## config.mk

```make
export PLATFORM = sky130hd
export DESIGN_NAME = dma_frontend_top
export DESIGN_NICKNAME = d
export VERILOG_FILES = /design/src/dma_pkg.sv /design/src/dma_frontend_top.sv /design/src/dma_inst_decoder.sv /design/src/dma_nd_midend.sv /design/src/dma_req_fifo.sv /design/src/dma_rsp_spill.sv /design/src/dma_transfer_id_gen.sv
export VERILOG_INCLUDE_DIRS = /design/src
export SDC_FILE = /design/constraint.sdc
export NUM_CORES = 2
export LEC_CHECK = 0
export BUFFER_PORTS_ARGS = -buffer_cell sky130_fd_sc_hd__buf_2
export CAP_MARGIN = 20
export CORE_MARGIN = 4
export CORE_UTILIZATION = 55
export DETAILED_ROUTE_END_ITERATION = 8
export MAX_ROUTING_LAYER = met4
export PLACE_DENSITY = 0.84
export SETUP_SLACK_MARGIN = 0.02
export SYNTH_ARGS = -nofsm -noshare
export SYNTH_HDL_FRONTEND = slang
export SYNTH_SLANG_ARGS = --single-unit
```

## constraint.sdc

```tcl
create_clock -name clk_i -period 23 [get_ports clk_i]
set_clock_uncertainty 0.2 [all_clocks]
set_input_delay 3.45 -clock clk_i [delete_from_list [all_inputs] [get_ports clk_i]]
set_output_delay 3.45 -clock clk_i [all_outputs]
set_load 0.01 [all_outputs]
```

## src/dma_consts.svh

```systemverilog
// ----------------------------------------------------------------------
// Widths, depths and instruction encoding of the single-channel DMA
// frontend. FIFO depth and burst limit must be powers of two.
// ----------------------------------------------------------------------
`ifndef DMA_CONSTS_SVH
`define DMA_CONSTS_SVH

`define DMA_ADDR_WIDTH       48
`define DMA_DATA_WIDTH       64
`define DMA_ID_WIDTH         32
`define DMA_REP_WIDTH        32
`define DMA_ACC_ID_WIDTH     5
`define DMA_FIFO_DEPTH       4
`define DMA_BURSTS_IN_FLIGHT 4

// field positions in the instruction word
`define DMA_OP_MSB  27
`define DMA_OP_LSB  25
`define DMA_CFG_MSB 21
`define DMA_CFG_LSB 20

// op codes
`define DMA_OP_DMSRC   3'd0
`define DMA_OP_DMDST   3'd1
`define DMA_OP_DMCPYI  3'd2
`define DMA_OP_DMCPY   3'd3
`define DMA_OP_DMSTATI 3'd4
`define DMA_OP_DMSTAT  3'd5
`define DMA_OP_DMSTR   3'd6
`define DMA_OP_DMREP   3'd7

`endif

```

## src/dma_pkg.sv

```systemverilog
// ----------------------------------------------------------------------
// Shared types of the DMA frontend. Widths come from the consts header.
// ----------------------------------------------------------------------
`include "dma_consts.svh"

package dma_pkg;

    typedef logic [`DMA_ADDR_WIDTH-1:0]   addr_t;
    typedef logic [`DMA_DATA_WIDTH-1:0]   data_t;
    typedef logic [`DMA_ID_WIDTH-1:0]     tf_id_t;
    typedef logic [`DMA_REP_WIDTH-1:0]    reps_t;
    typedef logic [`DMA_REP_WIDTH-1:0]    stride_t;
    typedef logic [`DMA_ACC_ID_WIDTH-1:0] acc_id_t;
    // op code and two-bit config/status selector
    typedef logic [`DMA_OP_MSB-`DMA_OP_LSB:0]   op_t;
    typedef logic [`DMA_CFG_MSB-`DMA_CFG_LSB:0] cfg_t;

    // accelerator bus request and response
    typedef struct packed {
        acc_id_t     id;
        logic [31:0] data_op;
        data_t       data_arga;
        data_t       data_argb;
    } acc_req_t;

    typedef struct packed {
        acc_id_t id;
        data_t   data;
        logic    error;
    } acc_rsp_t;

    // ------------------------------------------------------------------
    // job descriptions
    // ------------------------------------------------------------------
    typedef struct packed {
        addr_t src_addr;
        addr_t dst_addr;
        addr_t length;
    } burst_req_t;

    typedef struct packed {
        burst_req_t burst;
        stride_t    src_stride;
        stride_t    dst_stride;
        reps_t      reps;
    } nd_req_t;

    typedef enum logic {
        IDLE,
        ISSUE
    } midend_state_e;

endpackage

```

## src/dma_frontend_top.sv

```systemverilog
// ----------------------------------------------------------------------
// Single-channel DMA frontend. The backend sits outside: it takes the
// burst stream and returns one done pulse per burst, in order.
// ----------------------------------------------------------------------
`timescale 1ns/1ps

module dma_frontend_top
    import dma_pkg::*;
(
    input  logic       clk_i,
    input  logic       rst_n_i,
    input  acc_req_t   acc_req_i,
    input  logic       acc_req_valid_i,
    output logic       acc_req_ready_o,
    output acc_rsp_t   acc_rsp_o,
    output logic       acc_rsp_valid_o,
    input  logic       acc_rsp_ready_i,
    output burst_req_t burst_req_o,
    output logic       burst_valid_o,
    input  logic       burst_ready_i,
    input  logic       burst_done_i,
    output logic       busy_o
);

    nd_req_t  fe_req;
    logic     fe_valid;
    logic     fe_ready;
    nd_req_t  mid_req;
    logic     mid_valid;
    logic     mid_ready;
    logic     fifo_empty;
    logic     mid_busy;
    logic     issue;
    logic     retire;
    tf_id_t   next_id;
    tf_id_t   completed_id;
    acc_rsp_t rsp;
    logic     rsp_valid;
    logic     rsp_ready;

    assign busy_o = ~fifo_empty | mid_busy;

    dma_inst_decoder i_dma_inst_decoder (
        .clk_i           ( clk_i           ),
        .rst_n_i         ( rst_n_i         ),
        .acc_req_i       ( acc_req_i       ),
        .acc_req_valid_i ( acc_req_valid_i ),
        .acc_req_ready_o ( acc_req_ready_o ),
        .nd_req_o        ( fe_req          ),
        .nd_valid_o      ( fe_valid        ),
        .nd_ready_i      ( fe_ready        ),
        .issue_o         ( issue           ),
        .next_id_i       ( next_id         ),
        .completed_id_i  ( completed_id    ),
        .busy_i          ( busy_o          ),
        .rsp_o           ( rsp             ),
        .rsp_valid_o     ( rsp_valid       ),
        .rsp_ready_i     ( rsp_ready       )
    );

    dma_req_fifo i_dma_req_fifo (
        .clk_i   ( clk_i      ),
        .rst_n_i ( rst_n_i    ),
        .data_i  ( fe_req     ),
        .valid_i ( fe_valid   ),
        .ready_o ( fe_ready   ),
        .data_o  ( mid_req    ),
        .valid_o ( mid_valid  ),
        .ready_i ( mid_ready  ),
        .empty_o ( fifo_empty )
    );

    dma_nd_midend i_dma_nd_midend (
        .clk_i         ( clk_i         ),
        .rst_n_i       ( rst_n_i       ),
        .nd_req_i      ( mid_req       ),
        .nd_valid_i    ( mid_valid     ),
        .nd_ready_o    ( mid_ready     ),
        .burst_o       ( burst_req_o   ),
        .burst_valid_o ( burst_valid_o ),
        .burst_ready_i ( burst_ready_i ),
        .burst_done_i  ( burst_done_i  ),
        .retire_o      ( retire        ),
        .busy_o        ( mid_busy      )
    );

    dma_transfer_id_gen i_dma_transfer_id_gen (
        .clk_i          ( clk_i        ),
        .rst_n_i        ( rst_n_i      ),
        .issue_i        ( issue        ),
        .retire_i       ( retire       ),
        .next_id_o      ( next_id      ),
        .completed_id_o ( completed_id )
    );

    dma_rsp_spill i_dma_rsp_spill (
        .clk_i   ( clk_i           ),
        .rst_n_i ( rst_n_i         ),
        .data_i  ( rsp             ),
        .valid_i ( rsp_valid       ),
        .ready_o ( rsp_ready       ),
        .data_o  ( acc_rsp_o       ),
        .valid_o ( acc_rsp_valid_o ),
        .ready_i ( acc_rsp_ready_i )
    );

endmodule

```

## src/dma_inst_decoder.sv

```systemverilog
// ----------------------------------------------------------------------
// Accelerator instruction decoder. Setup ops are taken at once with no
// response. Copies need both the response path and the job FIFO ready,
// status reads only the response path.
// ----------------------------------------------------------------------
`timescale 1ns/1ps
`include "dma_consts.svh"

module dma_inst_decoder
    import dma_pkg::*;
(
    input  logic     clk_i,
    input  logic     rst_n_i,
    // accelerator request
    input  acc_req_t acc_req_i,
    input  logic     acc_req_valid_i,
    output logic     acc_req_ready_o,
    // job stream into the FIFO
    output nd_req_t  nd_req_o,
    output logic     nd_valid_o,
    input  logic     nd_ready_i,
    output logic     issue_o,
    // status inputs
    input  tf_id_t   next_id_i,
    input  tf_id_t   completed_id_i,
    input  logic     busy_i,
    // response into the spill
    output acc_rsp_t rsp_o,
    output logic     rsp_valid_o,
    input  logic     rsp_ready_i
);

    nd_req_t job_q;
    nd_req_t job_d;
    op_t     op;
    cfg_t    sel;

    assign op = acc_req_i.data_op[`DMA_OP_MSB:`DMA_OP_LSB];

    // ------------------------------------------------------------------
    // decode
    // ------------------------------------------------------------------
    always_comb begin
        job_d           = job_q;
        sel             = '0;
        acc_req_ready_o = 1'b0;
        nd_valid_o      = 1'b0;
        rsp_valid_o     = 1'b0;
        rsp_o.id        = acc_req_i.id;
        rsp_o.data      = '0;
        rsp_o.error     = 1'b0;

        if (acc_req_valid_i) begin
            case (op)
                `DMA_OP_DMSRC: begin
                    job_d.burst.src_addr = {acc_req_i.data_argb[`DMA_ADDR_WIDTH-33:0],
                                            acc_req_i.data_arga[31:0]};
                    acc_req_ready_o      = 1'b1;
                end
                `DMA_OP_DMDST: begin
                    job_d.burst.dst_addr = {acc_req_i.data_argb[`DMA_ADDR_WIDTH-33:0],
                                            acc_req_i.data_arga[31:0]};
                    acc_req_ready_o      = 1'b1;
                end
                `DMA_OP_DMSTR: begin
                    job_d.src_stride = stride_t'(acc_req_i.data_arga);
                    job_d.dst_stride = stride_t'(acc_req_i.data_argb);
                    acc_req_ready_o  = 1'b1;
                end
                `DMA_OP_DMREP: begin
                    job_d.reps      = reps_t'(acc_req_i.data_arga);
                    acc_req_ready_o = 1'b1;
                end
                `DMA_OP_DMCPYI, `DMA_OP_DMCPY: begin
                    if (op == `DMA_OP_DMCPYI) begin
                        sel = acc_req_i.data_op[`DMA_CFG_MSB:`DMA_CFG_LSB];
                    end else begin
                        sel = acc_req_i.data_argb[1:0];
                    end
                    // only offer the job once its response has a slot
                    nd_valid_o = rsp_ready_i;
                    if (rsp_ready_i && nd_ready_i) begin
                        rsp_o.data      = data_t'(next_id_i);
                        rsp_valid_o     = 1'b1;
                        acc_req_ready_o = 1'b1;
                    end
                end
                default: begin
                    // DMSTAT and DMSTATI
                    if (op == `DMA_OP_DMSTATI) begin
                        sel = acc_req_i.data_op[`DMA_CFG_MSB:`DMA_CFG_LSB];
                    end else begin
                        sel = acc_req_i.data_argb[1:0];
                    end
                    case (sel)
                        2'd0:    rsp_o.data = data_t'(completed_id_i);
                        2'd1:    rsp_o.data = data_t'(next_id_i);
                        2'd2:    rsp_o.data = data_t'(busy_i);
                        default: rsp_o.data = data_t'(!nd_ready_i);
                    endcase
                    rsp_valid_o     = rsp_ready_i;
                    acc_req_ready_o = rsp_ready_i;
                end
            endcase
        end
    end

    // job as pushed; 1D copies ignore the programmed reps
    always_comb begin
        nd_req_o              = job_q;
        nd_req_o.burst.length = addr_t'(acc_req_i.data_arga);
        if (!sel[1]) begin
            nd_req_o.reps = reps_t'(1);
        end
    end

    assign issue_o = nd_valid_o & nd_ready_i;

    // setup registers persist across jobs
    always_ff @(posedge clk_i) begin
        if (!rst_n_i) begin
            job_q <= '0;
        end else begin
            job_q <= job_d;
        end
    end

endmodule

```

## src/dma_nd_midend.sv

```systemverilog
// ----------------------------------------------------------------------
// 2D midend. Splits a job into reps bursts (0 counts as 1) with strides
// added unsigned. Dones must come in issue order, one per burst.
// ----------------------------------------------------------------------
`timescale 1ns/1ps
`include "dma_consts.svh"

module dma_nd_midend
    import dma_pkg::*;
(
    input  logic       clk_i,
    input  logic       rst_n_i,
    input  nd_req_t    nd_req_i,
    input  logic       nd_valid_i,
    output logic       nd_ready_o,
    output burst_req_t burst_o,
    output logic       burst_valid_o,
    input  logic       burst_ready_i,
    input  logic       burst_done_i,
    output logic       retire_o,
    output logic       busy_o
);

    localparam int unsigned QPtrWidth = $clog2(`DMA_BURSTS_IN_FLIGHT);

    midend_state_e                   state_q;
    burst_req_t                      cur_q;
    stride_t                         src_stride_q;
    stride_t                         dst_stride_q;
    reps_t                           reps_left_q;
    // last-burst flags of outstanding bursts, oldest at rd_ptr_q
    logic [`DMA_BURSTS_IN_FLIGHT-1:0] last_q;
    logic [QPtrWidth-1:0]            wr_ptr_q;
    logic [QPtrWidth-1:0]            rd_ptr_q;
    logic [QPtrWidth:0]              out_cnt_q;
    logic                            retire_q;
    logic                            take_job;
    logic                            burst_hs;
    logic                            is_last;

    assign nd_ready_o    = (state_q == IDLE);
    assign take_job      = nd_valid_i & nd_ready_o;
    assign burst_o       = cur_q;
    assign burst_valid_o = (state_q == ISSUE) &&
                           (out_cnt_q != (QPtrWidth+1)'(`DMA_BURSTS_IN_FLIGHT));
    assign burst_hs      = burst_valid_o & burst_ready_i;
    assign is_last       = (reps_left_q == reps_t'(1));
    assign retire_o      = retire_q;
    assign busy_o        = (state_q == ISSUE) | (out_cnt_q != '0) | retire_q;

    // ------------------------------------------------------------------
    // control
    // ------------------------------------------------------------------
    always_ff @(posedge clk_i) begin
        if (!rst_n_i) begin
            state_q   <= IDLE;
            wr_ptr_q  <= '0;
            rd_ptr_q  <= '0;
            out_cnt_q <= '0;
            retire_q  <= 1'b0;
        end else begin
            retire_q <= burst_done_i & last_q[rd_ptr_q];
            case (state_q)
                IDLE:    if (take_job) state_q <= ISSUE;
                ISSUE:   if (burst_hs && is_last) state_q <= IDLE;
                default: state_q <= IDLE;
            endcase
            if (burst_hs) begin
                wr_ptr_q <= wr_ptr_q + 1'b1;
            end
            if (burst_done_i) begin
                rd_ptr_q <= rd_ptr_q + 1'b1;
            end
            if (burst_hs && !burst_done_i) begin
                out_cnt_q <= out_cnt_q + 1'b1;
            end else if (burst_done_i && !burst_hs) begin
                out_cnt_q <= out_cnt_q - 1'b1;
            end
        end
    end

    // current burst and remaining repetitions
    always_ff @(posedge clk_i) begin
        if (take_job) begin
            cur_q        <= nd_req_i.burst;
            src_stride_q <= nd_req_i.src_stride;
            dst_stride_q <= nd_req_i.dst_stride;
            reps_left_q  <= (nd_req_i.reps == '0) ? reps_t'(1) : nd_req_i.reps;
        end else if (burst_hs) begin
            cur_q.src_addr <= cur_q.src_addr + addr_t'(src_stride_q);
            cur_q.dst_addr <= cur_q.dst_addr + addr_t'(dst_stride_q);
            reps_left_q    <= reps_left_q - reps_t'(1);
        end
        if (burst_hs) begin
            last_q[wr_ptr_q] <= is_last;
        end
    end

endmodule

```

## src/dma_req_fifo.sv

```systemverilog
// ----------------------------------------------------------------------
// Job FIFO between decoder and midend. Depth must be a power of two;
// a pushed job shows at the output on the following cycle.
// ----------------------------------------------------------------------
`timescale 1ns/1ps
`include "dma_consts.svh"

module dma_req_fifo
    import dma_pkg::*;
(
    input  logic    clk_i,
    input  logic    rst_n_i,
    input  nd_req_t data_i,
    input  logic    valid_i,
    output logic    ready_o,
    output nd_req_t data_o,
    output logic    valid_o,
    input  logic    ready_i,
    output logic    empty_o
);

    localparam int unsigned PtrWidth = $clog2(`DMA_FIFO_DEPTH);

    nd_req_t             mem_q [`DMA_FIFO_DEPTH];
    logic [PtrWidth-1:0] wr_ptr_q;
    logic [PtrWidth-1:0] rd_ptr_q;
    logic [PtrWidth:0]   count_q;
    logic                push;
    logic                pop;

    assign ready_o = (count_q != (PtrWidth+1)'(`DMA_FIFO_DEPTH));
    assign valid_o = (count_q != '0);
    assign empty_o = (count_q == '0);
    assign data_o  = mem_q[rd_ptr_q];
    assign push    = valid_i & ready_o;
    assign pop     = valid_o & ready_i;

    always_ff @(posedge clk_i) begin
        if (!rst_n_i) begin
            wr_ptr_q <= '0;
            rd_ptr_q <= '0;
            count_q  <= '0;
        end else begin
            if (push) begin
                wr_ptr_q <= wr_ptr_q + 1'b1;
            end
            if (pop) begin
                rd_ptr_q <= rd_ptr_q + 1'b1;
            end
            if (push && !pop) begin
                count_q <= count_q + 1'b1;
            end else if (pop && !push) begin
                count_q <= count_q - 1'b1;
            end
        end
    end

    always_ff @(posedge clk_i) begin
        if (push) begin
            mem_q[wr_ptr_q] <= data_i;
        end
    end

endmodule

```

## src/dma_rsp_spill.sv

```systemverilog
// ----------------------------------------------------------------------
// Two-slot spill register on the response path. ready_o depends only
// on slot state, never on ready_i. Order is kept: B holds the older.
// ----------------------------------------------------------------------
`timescale 1ns/1ps

module dma_rsp_spill
    import dma_pkg::*;
(
    input  logic     clk_i,
    input  logic     rst_n_i,
    input  acc_rsp_t data_i,
    input  logic     valid_i,
    output logic     ready_o,
    output acc_rsp_t data_o,
    output logic     valid_o,
    input  logic     ready_i
);

    acc_rsp_t a_data_q;
    acc_rsp_t b_data_q;
    logic     a_full_q;
    logic     b_full_q;
    logic     a_fill;
    logic     a_drain;
    logic     b_fill;
    logic     b_drain;

    assign ready_o = ~a_full_q | ~b_full_q;
    assign valid_o = a_full_q | b_full_q;
    assign data_o  = b_full_q ? b_data_q : a_data_q;

    // A empties whenever B is free, either out or into B
    assign a_fill  = valid_i & ready_o;
    assign a_drain = a_full_q & ~b_full_q;
    assign b_fill  = a_drain & ~ready_i;
    assign b_drain = b_full_q & ready_i;

    always_ff @(posedge clk_i) begin
        if (!rst_n_i) begin
            a_full_q <= 1'b0;
            b_full_q <= 1'b0;
        end else begin
            a_full_q <= a_fill | (a_full_q & ~a_drain);
            b_full_q <= b_fill | (b_full_q & ~b_drain);
        end
    end

    always_ff @(posedge clk_i) begin
        if (a_fill) begin
            a_data_q <= data_i;
        end
        if (b_fill) begin
            b_data_q <= a_data_q;
        end
    end

endmodule

```

## src/dma_transfer_id_gen.sv

```systemverilog
// ----------------------------------------------------------------------
// Transfer ID counters. Both wrap silently at the ID width.
// ----------------------------------------------------------------------
`timescale 1ns/1ps

module dma_transfer_id_gen
    import dma_pkg::*;
(
    input  logic   clk_i,
    input  logic   rst_n_i,
    input  logic   issue_i,
    input  logic   retire_i,
    output tf_id_t next_id_o,
    output tf_id_t completed_id_o
);

    tf_id_t next_q;
    tf_id_t completed_q;

    // first job gets ID 1, so 0 means nothing done yet
    always_ff @(posedge clk_i) begin
        if (!rst_n_i) begin
            next_q      <= tf_id_t'(1);
            completed_q <= '0;
        end else begin
            if (issue_i) begin
                next_q <= next_q + tf_id_t'(1);
            end
            if (retire_i) begin
                completed_q <= completed_q + tf_id_t'(1);
            end
        end
    end

    assign next_id_o      = next_q;
    assign completed_id_o = completed_q;

endmodule

```

==> results.yml <==
run_status:
  run_status: "completed"
global_route:
  grt_pass1_vias: 37300
  grt_max_degree: 156
  grt_usage_pct: 25.5
  grt_overflow: 0
  grt_pass1_wl_mm: 227
  antenna_found_initial: 20
cts:
  cts_tree: "yes"
  cts_sinks: 1554
  clkTransAtPathRegs_ns: 0.06
  cts_inserted_buffers: 154
  htreeDepth: 4
  clockRootBuffer: "clkbuf_16"
  clock_latency_ns: 0.77
  cts_setup_buffers: 0
  cts_buffer_depth: 3
  cts_hold_buf: 0
  cts_resized: 0
route:
  via_per_inst: 6.10
  drt-pass1-iter-count: 9
  routed_wl_mm: 150
  remaining_drc_errors: 0
  wl_per_cell_um: 25.0
  drt-initial-drc-count: 3740
  ant_nets: 0
  vias: 36600
layout:
  drive_above_1_share_pct: 19.8
  instances_no_fill: 5997
  final_cell_mix: "1278 x edfxtp_1, 576 x nand2_1, 279 x buf_2, 273 x dfxtp_1, 240 x mux4_2"
  layout.nets: 4599
  area_delta_synth_final_pct: 12.9
  fill_cells: 7638
  layout_commonest_cell: "edfxtp_1"
synthesis:
  ys_seq_area_share_pct: 70.0
  synth_top_area_share_pct: 61.2
  synthTopCellsByArea: "edfxtp_1 61%, dfxtp_1 8.8%, mux4_2 8.6%"
  synth_top_cell_by_area: "edfxtp_1"
  postSynthCellCount: 4066
  yosysWarnings: 0
  synth.avg_cell_area_um2: 15.4
  synth_edf_count: 1278
  synth_flop_cell: "edfxtp_1"
  synthesis.area_um2: 62700
  ys_types: 83
  synth-async-reset-ratio_pct: 0
  ys_seq_elements: 1554
power:
  p_switching_w: 0.00296
  pwr-share-seq_pct: 41.8
  switching_share_pct: 33.0
  p_leak_nw: 23.8
  power_w: 0.00898
  pwr-share-comb_pct: 29.7
  powerDensity_nw_per_um2: 127
  internal_power_w: 0.00602
  max-vdd-ir-drop_mv: 0.103
  power.share.clock_pct: 28.5
setup_path:
  r2r_slack_ns: 17.90
  cp_slowest_stage_delay_ns: 0.27
  worstSetupPathDepth: 5
  critical_path.max_fanout: 8
  crit_path_end_kind: "primary output"
  critical_path_class: "input pin to primary output"
  startpoint_type: "input pin"
  arrival_ns: 4.34
  critPathBufInv: 2
  crit_required_ns: 19.35
  reg2reg_depth: 10
  cpMostUsedCell: "buf_2"
  crit_family: "compound AO/OA/AOI/OAI gates"
  critical_path.cell_chain: "buf_2 -> nand2b_1 -> o21ai_0 -> a21oi_1 -> buf_2"
  cpMaxStageDelayCell: "a21oi_1"
run:
  drv_cap: 0
timing:
  rsz0062_at_grt: "false"
  fin_ws_ns: 15.01
  max_freq_mhz: 125
  hold_viol: 0
  period_needed_ns: 7.99
  finalSetupViolCount: 0
  drv_slew: 0
  worstMarginPinSlew_ns: 1.07
  finalSetupTns_ns: 0
  maxSlewHeadroom_pct: 28.5
  fin_crit_sh_pct: 34.7
floorplan:
  placementRows: 123
  initial_core_util_pct: 55.6
  die_x_um: 346
  fp.dieH_um: 346
  die-area_um2: 120000
  core-area_um2: 113000
  ios: 389
worst_hold_path:
  hold_class: "flip-flop to flip-flop"
  whs_path_depth: 0
place:
  dp_hpwl_mm: 89.2
  port_buffers: 280
  pre_cts_ws_ns: 15.02
  place.gp.congestion: 0.914
  dp.cells: 5690
[flip-flops by register name (all words and copies together), names as in the netlist, 4 cells and up, named ones only]
register	cells
i_dma_nd_midend.burst_o	144
i_dma_transfer_id_gen.completed_id_o	32
i_dma_inst_decoder.job_q	32
i_dma_inst_decoder.nd_req_o	160
i_dma_nd_midend.reps_left_q	32
i_dma_nd_midend.last_q	4
i_dma_transfer_id_gen.next_id_o	32
i_dma_nd_midend.src_stride_q	32
i_dma_req_fifo.mem_q	960
i_dma_rsp_spill.a_data_q	37
i_dma_nd_midend.dst_stride_q	32
i_dma_rsp_spill.b_data_q	37
[metal layers]
metal / track usage (%) / share of wire [%] / up-vias
li1: - / - / 16000
met1: 31.8 / 38 / 18400
met2: 40.6 / 49 / 1790
met3: 5.93 / 9.1 / 347
met4: 10.8 / 4.2 / 0
met5: - / 0 / -
[through the flow]
step	instance area, um^2	hold slack, ns	utilization [%]
CTS	70800	0.245	62.7
floorplan	62800	0.222	-
global placement	65500	0.223	58.1
finish	70800	0.245	62.8
global route	70800	0.250	62.8
detailed placement	65500	0.231	58.1
[power groups by stage]
stage | Clock (W) | Combinational [W] | Sequential (W)
after floorplan | 0 | 0.00179 | 0.00382
after global placement | 0 | 0.00255 | 0.00379
after detailed placement | 0 | 0.00261 | 0.00381
after CTS | 0.00259 | 0.00265 | 0.00375
after global routing | 0.00272 | 0.00290 | 0.00378
final | 0.00256 | 0.00267 | 0.00376
[logic make-up (layout without fill, tap and decap cells)]
kind of cell    after synthesis  count (layout)  share of synthesized area [%]
xor+xnor                    158             158                           2.21
compound gates              656             656                           7.02
flops                      1554            1554                           70.0
other cells                   1              54                        0.00598
mux                         286             286                           9.43
buf+inv                     279             657                           1.93
simple gates               1050            1050                           7.74
fa+ha+maj                    82              82                           1.68
[worst paths after layout]
path	startpoint	end
worst min register to register	i_dma_rsp_spill.a_data_q[32]	i_dma_rsp_spill.b_data_q[32]
worst max-delay path	acc_req_i[154]	acc_req_ready_o
worst min-delay path	i_dma_rsp_spill.a_data_q[32]	i_dma_rsp_spill.b_data_q[32]
worst max register to register	flip-flop	i_dma_nd_midend.reps_left_q[3]
[layout make-up]
cell class	instances	area [um^2]	area share, %
multi-input cells	2265	17800	25.1
diodes	21	52.6	0.0742
flip-flops and latches	1554	43900	62.0
clock buffers	218	4380	6.18
clock inverters	68	840	1.19
repair buffers	326	1790	2.53
inverters	45	176	0.249
well taps	1500	1880	2.65
[worst reg2reg max path, delay by kind of cell (launching register included)]
kind | cells | cell delay, ns
buf+inv | 3 | 1.85
simple gates | 5 | 1.08
flops | 1 | 0.81
mux | 1 | 0.76
compound gates | 1 | 0.11
[synth_stat cells, types with 43 or more instances]
cell type	n
and2_1	98
a21oi_1	133
mux4_2	240
nand2_1	578
nor2_1	131
ha_1	78
dfxtp_1	276
clkbuf_1	152
xnor2_1	115
a21boi_0	211
edfxtp_1	1278
inv_1	43
o21ai_0	114
xor2_1	43
Note: power is estimated with default switching activity, not from simulation.
